**config.mk**
```make
export PLATFORM = sky130hd
export DESIGN_NAME = tiny16
export DESIGN_NICKNAME = d
export VERILOG_FILES = /design/src/design/tiny16_bus_pkg.sv /design/src/design/tiny16_isa_pkg.sv /design/src/design/alu.sv /design/src/design/controller.sv /design/src/design/data_bus.sv /design/src/design/registers.sv /design/src/design/tiny16.sv
export VERILOG_INCLUDE_DIRS = /design/src /design/src/design
export SDC_FILE = /design/constraint.sdc
export NUM_CORES = 1
export LEC_CHECK = 0
export BUFFER_PORTS_ARGS = -buffer_cell sky130_fd_sc_hd__buf_2
export CAP_MARGIN = 20
export CELL_PAD_IN_SITES_DETAIL_PLACEMENT = 0
export CELL_PAD_IN_SITES_GLOBAL_PLACEMENT = 1
export CORE_MARGIN = 2
export CORE_UTILIZATION = 56
export CTS_CLUSTER_SIZE = 30
export DETAILED_ROUTE_END_ITERATION = 10
export PLACE_DENSITY = 0.83
export SYNTH_ARGS = -nofsm -noshare
export SYNTH_HDL_FRONTEND = slang
export SYNTH_SLANG_ARGS = --single-unit
```
**constraint.sdc**
```tcl
create_clock -name clk -period 17.5 [get_ports clk]
set_input_delay 3.5 -clock clk [delete_from_list [all_inputs] [get_ports clk]]
set_output_delay 3.5 -clock clk [all_outputs]
set_load 0.02 [all_outputs]
```
**src/design/tiny16_consts.svh**
```systemverilog
`ifndef TINY16_CONSTS_SVH
`define TINY16_CONSTS_SVH

// data path and address width, one word
`define TINY16_XLEN 16

// general registers, indexed by the 4-bit fields of the encoding
`define TINY16_NREGS 16

// first fetch address after reset
`define TINY16_RESET_PC 16'h0000

// output port value after reset
`define TINY16_OUT_RESET 8'h55

`endif

```
**src/design/tiny16_bus_pkg.sv**
```systemverilog
`default_nettype none

`include "tiny16_consts.svh"

package tiny16_bus_pkg;

    // wishbone classic master outputs
    typedef struct packed {
        logic                    cyc;
        logic                    stb;
        logic                    we;
        logic [`TINY16_XLEN-1:0] adr;
        logic [`TINY16_XLEN-1:0] dat;  // write data, only for stores
    } wb_req_t;

    // slave response, no err or retry
    typedef struct packed {
        logic                    ack;
        logic [`TINY16_XLEN-1:0] dat;
    } wb_rsp_t;

    // which block drives the internal bus this cycle
    typedef enum logic [2:0] {
        NONE   = 3'd0,  // bus holds its last value
        REG    = 3'd1,
        ALU    = 3'd2,
        MEM    = 3'd3,
        CTL    = 3'd4,
        INPORT = 3'd5
    } bus_src_e;

endpackage

`default_nettype wire

```
**src/design/tiny16_isa_pkg.sv**
```systemverilog
`default_nettype none

package tiny16_isa_pkg;

    // top nibble of every instruction word
    typedef enum logic [3:0] {
        ALU  = 4'h0,  // rd = rd func rs
        LDI  = 4'h1,  // rd = {00, imm}
        LUI  = 4'h2,  // rd[15:8] = imm, low byte kept
        LD   = 4'h3,  // rd = mem[rs]
        ST   = 4'h4,  // mem[rd] = rs
        JMP  = 4'h5,  // pc = imm
        JZ   = 4'h6,
        JNZ  = 4'h7,
        IN   = 4'h8,  // rd = {00, in_port}
        OUT  = 4'h9,  // out_port = rs[7:0]
        HALT = 4'hA
    } opcode_e;

    typedef enum logic [3:0] {
        ADD = 4'h0,
        SUB = 4'h1,
        AND = 4'h2,
        OR  = 4'h3,
        XOR = 4'h4,
        SHL = 4'h5,  // rs shifted left by one
        SHR = 4'h6,  // rs shifted right by one
        MOV = 4'h7
    } alu_func_e;

    typedef struct packed {
        logic [3:0] dst;
        logic [3:0] src;
        alu_func_e  alu_func;
    } reg_form_t;

    typedef struct packed {
        logic [3:0] dst;
        logic [7:0] imm;
    } imm_form_t;

    // low 12 bits, read either way depending on the opcode
    typedef union packed {
        reg_form_t reg_form;
        imm_form_t imm_form;
    } operand_u;

    typedef struct packed {
        opcode_e  opcode;
        operand_u operand;
    } instr_t;

    typedef struct packed {
        logic z;
        logic c;
        logic n;
        logic v;
    } flags_t;

endpackage

`default_nettype wire

```
**src/design/alu.sv**
```systemverilog
`timescale 1ns/1ps
`default_nettype none

`include "tiny16_consts.svh"

module alu (
    input  wire                       clk,
    input  wire                       rst_n,
    input  wire tiny16_isa_pkg::alu_func_e func,
    input  wire  [`TINY16_XLEN-1:0]   op_a,     // destination register
    input  wire  [`TINY16_XLEN-1:0]   op_b,     // source register
    input  wire                       flag_en,
    output logic [`TINY16_XLEN-1:0]   result,
    output tiny16_isa_pkg::flags_t    flags
);

    logic [`TINY16_XLEN:0] sum;  // top bit is carry or borrow
    logic                  carry;
    logic                  ovf;

    always_comb begin
        sum    = '0;
        result = op_a;
        carry  = 1'b0;
        ovf    = 1'b0;
        case (func)
            tiny16_isa_pkg::ADD: begin
                sum    = {1'b0, op_a} + {1'b0, op_b};
                result = sum[`TINY16_XLEN-1:0];
                carry  = sum[`TINY16_XLEN];
                // same operand signs, result sign flipped
                ovf    = (op_a[`TINY16_XLEN-1] == op_b[`TINY16_XLEN-1]) &&
                         (result[`TINY16_XLEN-1] != op_a[`TINY16_XLEN-1]);
            end
            tiny16_isa_pkg::SUB: begin
                sum    = {1'b0, op_a} - {1'b0, op_b};
                result = sum[`TINY16_XLEN-1:0];
                carry  = sum[`TINY16_XLEN];  // borrow
                ovf    = (op_a[`TINY16_XLEN-1] != op_b[`TINY16_XLEN-1]) &&
                         (result[`TINY16_XLEN-1] != op_a[`TINY16_XLEN-1]);
            end
            tiny16_isa_pkg::AND: result = op_a & op_b;
            tiny16_isa_pkg::OR:  result = op_a | op_b;
            tiny16_isa_pkg::XOR: result = op_a ^ op_b;
            tiny16_isa_pkg::SHL: begin
                result = {op_b[`TINY16_XLEN-2:0], 1'b0};
                carry  = op_b[`TINY16_XLEN-1];  // bit shifted out
            end
            tiny16_isa_pkg::SHR: begin
                result = {1'b0, op_b[`TINY16_XLEN-1:1]};
                carry  = op_b[0];
            end
            tiny16_isa_pkg::MOV: result = op_b;
            default:             result = op_a;
        endcase
    end

    // flags only move on ALU instructions
    always_ff @(posedge clk) begin
        if (!rst_n) begin
            flags <= '0;
        end else if (flag_en) begin
            flags.z <= (result == '0);
            flags.c <= carry;
            flags.n <= result[`TINY16_XLEN-1];
            flags.v <= ovf;
        end
    end

endmodule

`default_nettype wire

```
**src/design/controller.sv**
```systemverilog
`timescale 1ns/1ps
`default_nettype none

`include "tiny16_consts.svh"

module controller (
    input  wire                       clk,
    input  wire                       rst_n,
    input  wire  [`TINY16_XLEN-1:0]   bus,
    input  wire tiny16_isa_pkg::flags_t flags,
    input  wire  [`TINY16_XLEN-1:0]   pc,
    input  wire  [`TINY16_XLEN-1:0]   dst_data,
    input  wire  [`TINY16_XLEN-1:0]   src_data,
    output tiny16_bus_pkg::wb_req_t   wb_req,
    input  wire tiny16_bus_pkg::wb_rsp_t wb_rsp,
    output logic [3:0]                src_sel,
    output logic [3:0]                dst_sel,
    output logic                      wr_hi,
    output logic                      wr_lo,
    output logic                      pc_inc,
    output logic                      pc_load,
    output tiny16_isa_pkg::alu_func_e alu_func,
    output logic                      flag_en,
    output tiny16_bus_pkg::bus_src_e  bus_sel,
    output logic [`TINY16_XLEN-1:0]   ctl_data,
    output logic [`TINY16_XLEN-1:0]   mem_data,
    output logic                      out_en,
    output logic                      halted
);

    typedef enum logic [2:0] {
        S_IDLE,    // one cycle out of reset
        S_FETCH,
        S_DECODE,
        S_MEM,     // LD and ST only
        S_EXEC,
        S_HALT
    } state_e;

    state_e                 state;
    state_e                 next_state;
    tiny16_isa_pkg::instr_t ir;
    logic [`TINY16_XLEN-1:0] mem_q;
    logic                   is_mem_op;
    logic [`TINY16_XLEN-1:0] imm_lo;

    assign is_mem_op = (ir.opcode == tiny16_isa_pkg::LD) || (ir.opcode == tiny16_isa_pkg::ST);
    assign imm_lo    = {{(`TINY16_XLEN-8){1'b0}}, ir.operand.imm_form.imm};

    always_ff @(posedge clk) begin
        if (!rst_n) begin
            state <= S_IDLE;
        end else begin
            state <= next_state;
        end
    end

    always_comb begin
        next_state = state;
        case (state)
            S_IDLE:   next_state = S_FETCH;
            S_FETCH:  if (wb_rsp.ack) next_state = S_DECODE;
            S_DECODE: next_state = is_mem_op ? S_MEM : S_EXEC;
            S_MEM:    if (wb_rsp.ack) next_state = S_EXEC;
            S_EXEC: begin
                next_state = (ir.opcode == tiny16_isa_pkg::HALT) ? S_HALT : S_FETCH;
            end
            S_HALT:   next_state = S_HALT;  // only reset leaves
            default:  next_state = S_IDLE;
        endcase
    end

    // instruction word and load data, taken on ack
    always_ff @(posedge clk) begin
        if (state == S_FETCH && wb_rsp.ack) begin
            ir <= tiny16_isa_pkg::instr_t'(wb_rsp.dat);
        end
        if (state == S_MEM && wb_rsp.ack) begin
            mem_q <= wb_rsp.dat;
        end
    end

    assign mem_data = mem_q;
    assign halted   = (state == S_HALT);

    // request follows the state, so it is stable until ack
    always_comb begin
        wb_req = '0;
        case (state)
            S_FETCH: begin
                wb_req.cyc = 1'b1;
                wb_req.stb = 1'b1;
                wb_req.adr = pc;
            end
            S_MEM: begin
                wb_req.cyc = 1'b1;
                wb_req.stb = 1'b1;
                if (ir.opcode == tiny16_isa_pkg::ST) begin
                    wb_req.we  = 1'b1;
                    wb_req.adr = dst_data;
                    wb_req.dat = bus;       // source register on the bus
                end else begin
                    wb_req.adr = src_data;
                end
            end
            default: wb_req = '0;
        endcase
    end

    always_comb begin
        // selects come straight from the register form fields
        src_sel  = ir.operand.reg_form.src;
        dst_sel  = ir.operand.reg_form.dst;
        alu_func = ir.operand.reg_form.alu_func;
        wr_hi    = 1'b0;
        wr_lo    = 1'b0;
        pc_inc   = (state == S_FETCH) && wb_rsp.ack;
        pc_load  = 1'b0;
        flag_en  = 1'b0;
        bus_sel  = tiny16_bus_pkg::NONE;
        ctl_data = '0;
        out_en   = 1'b0;

        if (state == S_MEM && ir.opcode == tiny16_isa_pkg::ST) begin
            bus_sel = tiny16_bus_pkg::REG;  // store data
        end

        if (state == S_EXEC) begin
            case (ir.opcode)
                tiny16_isa_pkg::ALU: begin
                    bus_sel = tiny16_bus_pkg::ALU;
                    wr_hi   = 1'b1;
                    wr_lo   = 1'b1;
                    flag_en = 1'b1;
                end
                tiny16_isa_pkg::LDI: begin
                    ctl_data = imm_lo;
                    bus_sel  = tiny16_bus_pkg::CTL;
                    wr_hi    = 1'b1;
                    wr_lo    = 1'b1;
                end
                tiny16_isa_pkg::LUI: begin
                    ctl_data = {ir.operand.imm_form.imm, 8'h00};
                    bus_sel  = tiny16_bus_pkg::CTL;
                    wr_hi    = 1'b1;
                end
                tiny16_isa_pkg::LD: begin
                    bus_sel = tiny16_bus_pkg::MEM;
                    wr_hi   = 1'b1;
                    wr_lo   = 1'b1;
                end
                tiny16_isa_pkg::JMP, tiny16_isa_pkg::JZ, tiny16_isa_pkg::JNZ: begin
                    ctl_data = imm_lo;
                    bus_sel  = tiny16_bus_pkg::CTL;
                    case (ir.opcode)
                        tiny16_isa_pkg::JZ:  pc_load = flags.z;
                        tiny16_isa_pkg::JNZ: pc_load = !flags.z;
                        default:             pc_load = 1'b1;
                    endcase
                end
                tiny16_isa_pkg::IN: begin
                    bus_sel = tiny16_bus_pkg::INPORT;
                    wr_hi   = 1'b1;
                    wr_lo   = 1'b1;
                end
                tiny16_isa_pkg::OUT: begin
                    bus_sel = tiny16_bus_pkg::REG;
                    out_en  = 1'b1;
                end
                default: ;  // ST done in MEM, HALT handled by the FSM
            endcase
        end
    end

endmodule

`default_nettype wire

```
**src/design/data_bus.sv**
```systemverilog
`timescale 1ns/1ps
`default_nettype none

`include "tiny16_consts.svh"

module data_bus (
    input  wire                     clk,
    input  wire                     rst_n,
    input  wire tiny16_bus_pkg::bus_src_e src,
    input  wire  [`TINY16_XLEN-1:0] reg_data,
    input  wire  [`TINY16_XLEN-1:0] alu_data,
    input  wire  [`TINY16_XLEN-1:0] mem_data,
    input  wire  [`TINY16_XLEN-1:0] ctl_data,
    input  wire  [7:0]              in_port,
    input  wire                     out_en,
    output logic [`TINY16_XLEN-1:0] bus,
    output logic [7:0]              out_port,
    output logic                    out_strobe
);

    logic [`TINY16_XLEN-1:0] bus_q;  // last value actually driven
    logic [7:0]              in_meta;
    logic [7:0]              in_sync;

    // one driver per cycle
    always_comb begin
        unique case (src)
            tiny16_bus_pkg::REG:    bus = reg_data;
            tiny16_bus_pkg::ALU:    bus = alu_data;
            tiny16_bus_pkg::MEM:    bus = mem_data;
            tiny16_bus_pkg::CTL:    bus = ctl_data;
            tiny16_bus_pkg::INPORT: bus = {{(`TINY16_XLEN-8){1'b0}}, in_sync};
            default:                bus = bus_q;  // nobody drives, hold
        endcase
    end

    always_ff @(posedge clk) begin
        if (src != tiny16_bus_pkg::NONE) begin
            bus_q <= bus;
        end
    end

    // input port is asynchronous to the core, two flops
    always_ff @(posedge clk) begin
        in_meta <= in_port;
        in_sync <= in_meta;
    end

    always_ff @(posedge clk) begin
        if (!rst_n) begin
            out_port   <= `TINY16_OUT_RESET;
            out_strobe <= 1'b0;
        end else begin
            out_strobe <= out_en;  // high in the cycle the new byte shows
            if (out_en) begin
                out_port <= bus[7:0];
            end
        end
    end

endmodule

`default_nettype wire

```
**src/design/registers.sv**
```systemverilog
`timescale 1ns/1ps
`default_nettype none

`include "tiny16_consts.svh"

module registers (
    input  wire                     clk,
    input  wire                     rst_n,
    input  wire  [3:0]              src_sel,
    input  wire  [3:0]              dst_sel,
    input  wire                     wr_hi,
    input  wire                     wr_lo,
    input  wire                     pc_inc,
    input  wire                     pc_load,
    input  wire  [`TINY16_XLEN-1:0] bus_in,
    output logic [`TINY16_XLEN-1:0] src,
    output logic [`TINY16_XLEN-1:0] dst,
    output logic [`TINY16_XLEN-1:0] pc
);

    logic [`TINY16_XLEN-1:0] regs [`TINY16_NREGS];

    // byte lanes written separately, LUI only touches the upper one
    always_ff @(posedge clk) begin
        if (wr_hi) begin
            regs[dst_sel][`TINY16_XLEN-1:`TINY16_XLEN/2] <= bus_in[`TINY16_XLEN-1:`TINY16_XLEN/2];
        end
        if (wr_lo) begin
            regs[dst_sel][`TINY16_XLEN/2-1:0] <= bus_in[`TINY16_XLEN/2-1:0];
        end
    end

    always_ff @(posedge clk) begin
        if (!rst_n) begin
            pc <= `TINY16_RESET_PC;
        end else if (pc_load) begin
            pc <= bus_in;  // jump target from the bus
        end else if (pc_inc) begin
            pc <= pc + 1'b1;
        end
    end

    // both read ports are asynchronous
    assign src = regs[src_sel];
    assign dst = regs[dst_sel];

endmodule

`default_nettype wire

```
**src/design/tiny16.sv**
```systemverilog
`timescale 1ns/1ps
`default_nettype none

`include "tiny16_consts.svh"

module tiny16 (
    input  wire                          clk,
    input  wire                          rst_n,
    input  wire  [7:0]                   in_port,
    output wire  [7:0]                   out_port,
    output wire                          out_strobe,
    output wire                          halted,
    output wire tiny16_bus_pkg::wb_req_t wb_req,
    input  wire tiny16_bus_pkg::wb_rsp_t wb_rsp
);

    wire [3:0]                  src_sel;
    wire [3:0]                  dst_sel;
    wire                        wr_hi;
    wire                        wr_lo;
    wire                        pc_inc;
    wire                        pc_load;
    wire [`TINY16_XLEN-1:0]     bus;       // shared internal bus
    wire [`TINY16_XLEN-1:0]     src_data;
    wire [`TINY16_XLEN-1:0]     dst_data;
    wire [`TINY16_XLEN-1:0]     pc;
    wire tiny16_isa_pkg::alu_func_e alu_func;
    wire                        flag_en;
    wire [`TINY16_XLEN-1:0]     alu_result;
    wire tiny16_isa_pkg::flags_t flags;
    wire tiny16_bus_pkg::bus_src_e bus_sel;
    wire [`TINY16_XLEN-1:0]     ctl_data;
    wire [`TINY16_XLEN-1:0]     mem_data;
    wire                        out_en;

    registers regs (
        .clk(clk), .rst_n(rst_n),
        .src_sel(src_sel), .dst_sel(dst_sel),
        .wr_hi(wr_hi), .wr_lo(wr_lo),
        .pc_inc(pc_inc), .pc_load(pc_load),
        .bus_in(bus),
        .src(src_data), .dst(dst_data), .pc(pc)
    );

    // dst is the left operand, as in rd = rd op rs
    alu arith (
        .clk(clk), .rst_n(rst_n),
        .func(alu_func),
        .op_a(dst_data), .op_b(src_data),
        .flag_en(flag_en),
        .result(alu_result), .flags(flags)
    );

    data_bus bs (
        .clk(clk), .rst_n(rst_n),
        .src(bus_sel),
        .reg_data(src_data), .alu_data(alu_result),
        .mem_data(mem_data), .ctl_data(ctl_data),
        .in_port(in_port), .out_en(out_en),
        .bus(bus), .out_port(out_port), .out_strobe(out_strobe)
    );

    controller ctrl (
        .clk(clk), .rst_n(rst_n),
        .bus(bus), .flags(flags), .pc(pc),
        .dst_data(dst_data), .src_data(src_data),
        .wb_req(wb_req), .wb_rsp(wb_rsp),
        .src_sel(src_sel), .dst_sel(dst_sel),
        .wr_hi(wr_hi), .wr_lo(wr_lo),
        .pc_inc(pc_inc), .pc_load(pc_load),
        .alu_func(alu_func), .flag_en(flag_en),
        .bus_sel(bus_sel), .ctl_data(ctl_data), .mem_data(mem_data),
        .out_en(out_en), .halted(halted)
    );

endmodule

`default_nettype wire

```
# Yosys cells after proc, flatten, opt, wreduce, memory -nomap -nowiden
# Memory sizes are Yosys's and may differ from the RTL's. A register that Yosys moved wholly into a read port is not among the register bits.
# Index checks and enable logic that the tools add are counted.
# totals
elab_cells,103
mem_count,1
input_bits,27
output_inout_bits,45
ff_bits,93
mem_bits_rw,256
# op_classes
n_mux,38
n_eq_ne,29
n_bitwise,3
addsub,3
n_reduce_logical,18
# memory_table
name,depth,width,read_ports,rd_clocked_by_memory_dff,write_ports,line,source
regs.regs,16,16,2,2,1,registers.sv:21,logic [`TINY16_XLEN-1:0] regs [`TINY16_NREGS];
# op_table
op,n
16-bit case mux with 8 select lines,1
16-bit two-way mux,6
16-bit case mux with 5 select lines,1
16-bit case mux with 2 select lines,2
4-bit by 3-bit == test with 1-bit output (second input constant),8
3-bit case mux with 6 select lines,1
1-bit two-way mux,17
16-bit by 1-bit adder with 16-bit output (second input constant),1
16-bit adder,1
16-bit AND,1
4-bit by 2-bit == test with 1-bit output (second input constant),4
16-bit zero test,1
16-bit bitwise OR,1
16-bit subtractor,1
16-bit bitwise XOR,1
3-bit two-way mux,5
3-bit case mux with 5 select lines,1
3-bit by 2-bit == test with 1-bit output (second input constant),4
3-bit == test (second input constant),4
4-bit == test (second input constant),3
5-bit OR reduction,2
4-bit by 1-bit == test with 1-bit output (second input constant),2
4-bit zero test,2
4-bit two-way mux,2
other kinds (14),19

# Logic depth before layout (Yosys ltp)
# logic_depth
ltp_word,9
mapped_depth,25
depth_no_buf,21

# Cells and area by module
# A second synthesis with hierarchy kept.
# hier_totals
hier_cells,1622
area_unflattened_um2,20357.0
# by_module_without_submodules
module,cells_each,area_each_um2,seq_area_each_um2,instances
registers,689,12623.4,8007.7,1
alu,519,3634.7,80.1,1
data_bus,221,2074.5,980.9,1
controller,193,2024.4,1021.0,1

# Least setup slack after synthesis
# OpenSTA, ideal clock, no wires.
# synth_path
path_type,register -> output
start,register with a tool-made name
end,output wb_req[12] (netlist name)
required_time_ns,14.000
path_stages_with_launch,26
path_slack_ns,9.044
arrival_ns,4.956
path_buffers,4
cell_sequence,dfxtp_1 -> buf_6 -> buf_12 -> buf_12 -> buf_12 -> mux2i_1 -> mux4_2 -> nor2_1 -> a31oi_1 -> ha_1 -> inv_1 -> nor3_1 -> nand3_1 -> nor2_1 -> a21oi_1 -> xnor2_1 -> ha_1 -> or3_1 -> o21ai_0 -> o21bai_1 -> xnor2_1 -> nand2_1 -> a32oi_1 -> a21oi_1 -> nor2_1 -> and2_1
# synth_rtl
item,line,source
to (decl),tiny16.sv:13,"output wire tiny16_bus_pkg::wb_req_t wb_req,"

==> qor.yml <==
sta:
  rsz0062_at_grt: "no"
  post-route-min-period_ns: 10.65
  max_slew.worst_pin.slew_ns: 1.126
  max_freq_ghz: 0.09393
  min_period_over_period_pct: 60.83
  slew_viol_final: 0
  slew_headroom_pct: 24.37
  finalSetupViolCount: 0
  finalHoldViolations: 0
  tns_ns: 0
  skew_ns: 0.02576
worst_setup_path:
  required_ns: 14.00
  critPathSlowestCell: "nor2b_1"
  cp_max_fo: 47
  arrival_ns: 7.15
  crit_type: "flop to output port"
  path_cells: "buf_4 -> nor2b_1 -> a211oi_1 -> a21oi_2 -> inv_1 -> nor4_4 -> nor2_1 -> xnor2_1 -> ha_1 -> and2_1 -> nor3b_1 -> o211ai_1 -> a21oi_1 -> xor2_1 -> nand2_1 -> a32o_1 -> nor2_1 -> o32a_1 -> and2_1 -> buf_2"
  max_stage_delay_ns: 0.93
  start_kind: "flop"
  cp-end-kind: "output port"
placement:
  placement.io_buffers: 71
  dp_hpwl_um: 42620
  place_congestion: 1.036
synthesis:
  synth_seq_cells: 357
  syn_inst: 1532
  yosys.area.top_type: "edfxtp_1"
  synth_ff_type: "edfxtp_1"
  synth_top_area_share_pct: 46.42
  ys_types: 87
  synth.avg_cell_area_um2: 12.84
  yosysWarnings: 0
  synthesis.area_um2: 19660
  async_reset_ff_share_pct: 0
  syn_nets: 1610
  ys_seq_area_share_pct: 51.82
  synth-edff-count: 304
  synth.area.top_cells: "edfxtp_1, mux4_2, dfxtp_1"
route:
  final_antenna_net_count: 0
  met2RoutedLength_um: 28060
  firstDrtPassIters: 8
  wl_met3_um: 5937
  vias_per_cell: 6.838
  drt-initial-drc-count: 1873
  highest_layer: "met4"
  wire_per_inst_um: 29.00
  route.detailed.drc: 0
  routed_wl_um: 60060
  via_count: 14161
  wl_met1_um: 23350
clocking:
  cts_sinks: 357
  hold_buffers: 0
  ctsResizeCount: 0
  cts_tree: "done"
  ctsHtreeMaxLevel: 2
  ctsRootBufferMaster: "clkbuf_16"
  numCtsBuffers: 39
  cts.clk_slew.worst_paths_ns: 0.06
  clkLatencyLatePin_ns: 0.57
  clk_path_buf_depth: 3
  post-cts-setup-buffer-count: 0
die:
  core_um2: 34540
  io_pins: 72
  start_util_pct: 56.93
  dieArea_um2: 36630
  die_w_um: 191.4
  rows: 68
  die_h_um: 191.4
power:
  powerDensity_nw_per_um2: 101.8
  leakage_nw: 7.602
  ir_drop_uv: 86.46
  power_w: 0.002211
global_routing:
  grt_max_degree: 65
  grt.total_usage_pct: 33.13
  grt_pass1_vias: 13578
  grt_overflow: 0
  grt_first_pass_wirelength_um: 87800
  grt_antenna_before_repair: 0
hold_path:
  hold_class: "flop to flop"
outcome:
  status: "finished, final reports clean"
finish:
  final_common_cell: "edfxtp_1"
  n_antenna_cell: 0
  nets: 1664
  nFillCells: 2688
  layout_common_cells: "edfxtp_1, nor2_1, nand2_1"
  drive_gt1_share_pct: 20.42
  syn_to_final_growth_pct: 10.41
job:
  drv_cap: 0
[cells by family (layout without fill, tap and decap cells)]
kind of cell / after synthesis / in the layout / share of synthesized area [%]
compound gates: 297 / 297 / 11.00
xor+xnor: 37 / 37 / 1.718
fa+ha+maj: 51 / 51 / 3.283
buf+inv: 142 / 226 / 3.716
flops: 357 / 357 / 51.82
mux: 204 / 204 / 18.17
simple gates: 444 / 444 / 10.30
[layer usage]
| metal | vias up | GRT usage [%] |
|---|---|---|
| met5 | - | 0 |
| met4 | 0 | 14.50 |
| met3 | 153 | 7.417 |
| met2 | 831 | 51.92 |
| met1 | 7061 | 44.64 |
| li1 | 6116 | - |
[worst max-delay path: cells and delay by family (launching register included)]
| family | cells | cell delay, ns |
|---|---|---|
| xor+xnor | 2 | 0.36 |
| buf+inv | 3 | 1.09 |
| fa+ha+maj | 1 | 0.30 |
| flops | 1 | 0.31 |
| simple gates | 8 | 2.32 |
| compound gates | 6 | 2.13 |
[cells in the mapped netlist (17+ instances only)]
library cell,count
o211ai_1,22
nor2_1,152
o21ai_0,48
mux2i_1,69
clkbuf_1,38
a221oi_1,17
nand3_1,36
nand2_1,144
mux4_2,120
nor2b_1,18
a211oi_1,22
ha_1,50
inv_1,46
edfxtp_1,304
a21oi_1,42
xnor2_1,24
a22oi_1,24
dfxtp_1,53
buf_2,22
[registers in the layout, indices dropped and copies added (netlist names), 3 cells and up, named ones only]
signal	flops
regs.regs	256
bs.bus_q	16
ctrl.mem_data	16
regs.pc	16
bs.in_meta	8
bs.in_sync	8
bs.out_port	8
ctrl.alu_func	4
ctrl.dst_sel	4
ctrl.ir	4
ctrl.src_sel	4
ctrl.state	3
[where the power goes]
part	internal (W)	switching [W]
Combinational	0.000150	0.000237
Clock	0.000536	0.000346
Sequential	0.000925	0.0000147
Total	0.00161	0.000598
[worst paths after layout]
check	startpoint	to	slack [ns]	depth (start not counted)
hold / removal	bs.in_meta[0]$_DFF_P_	bs.in_sync[0]$_DFF_P_	0.33	0
setup / recovery	flop	wb_req[11]	6.85	20
setup reg to reg	flop	regs.regs[4][13]$_DFFE_PP_	10.70	18
hold reg to reg	bs.in_meta[0]$_DFF_P_	bs.in_sync[0]$_DFF_P_	0.33	0
[final cells by class]
| type | count | area [µm²] | area share [%] |
|---|---|---|---|
| Sequential cell | 357 | 10200 | 46.98 |
| Tap cell | 455 | 569.3 | 2.622 |
| Multi-Input combinational cell | 1033 | 8765 | 40.37 |
| Timing Repair Buffer | 103 | 603.1 | 2.778 |
| Clock inverter | 18 | 234.0 | 1.078 |
| Inverter | 52 | 195.2 | 0.8990 |
| Clock buffer | 53 | 1145 | 5.273 |
[per-stage QoR]
step	setup slack [ns]	hold WS, ns	cell area (µm²)	instances	utilization, %
3_5_place_dp	7.633	0.3135	20290	1996	58.75
4_1_cts	6.996	0.3281	21670	2067	62.74
2_1_floorplan	9.044	0.3096	19660	1532	-
5_1_grt	6.460	0.3347	21710	2071	62.85
3_3_place_gp	7.772	0.3120	20290	1996	58.75
6_report	6.854	0.3263	21710	2071	62.85
Power figures use the tool's default switching activity.
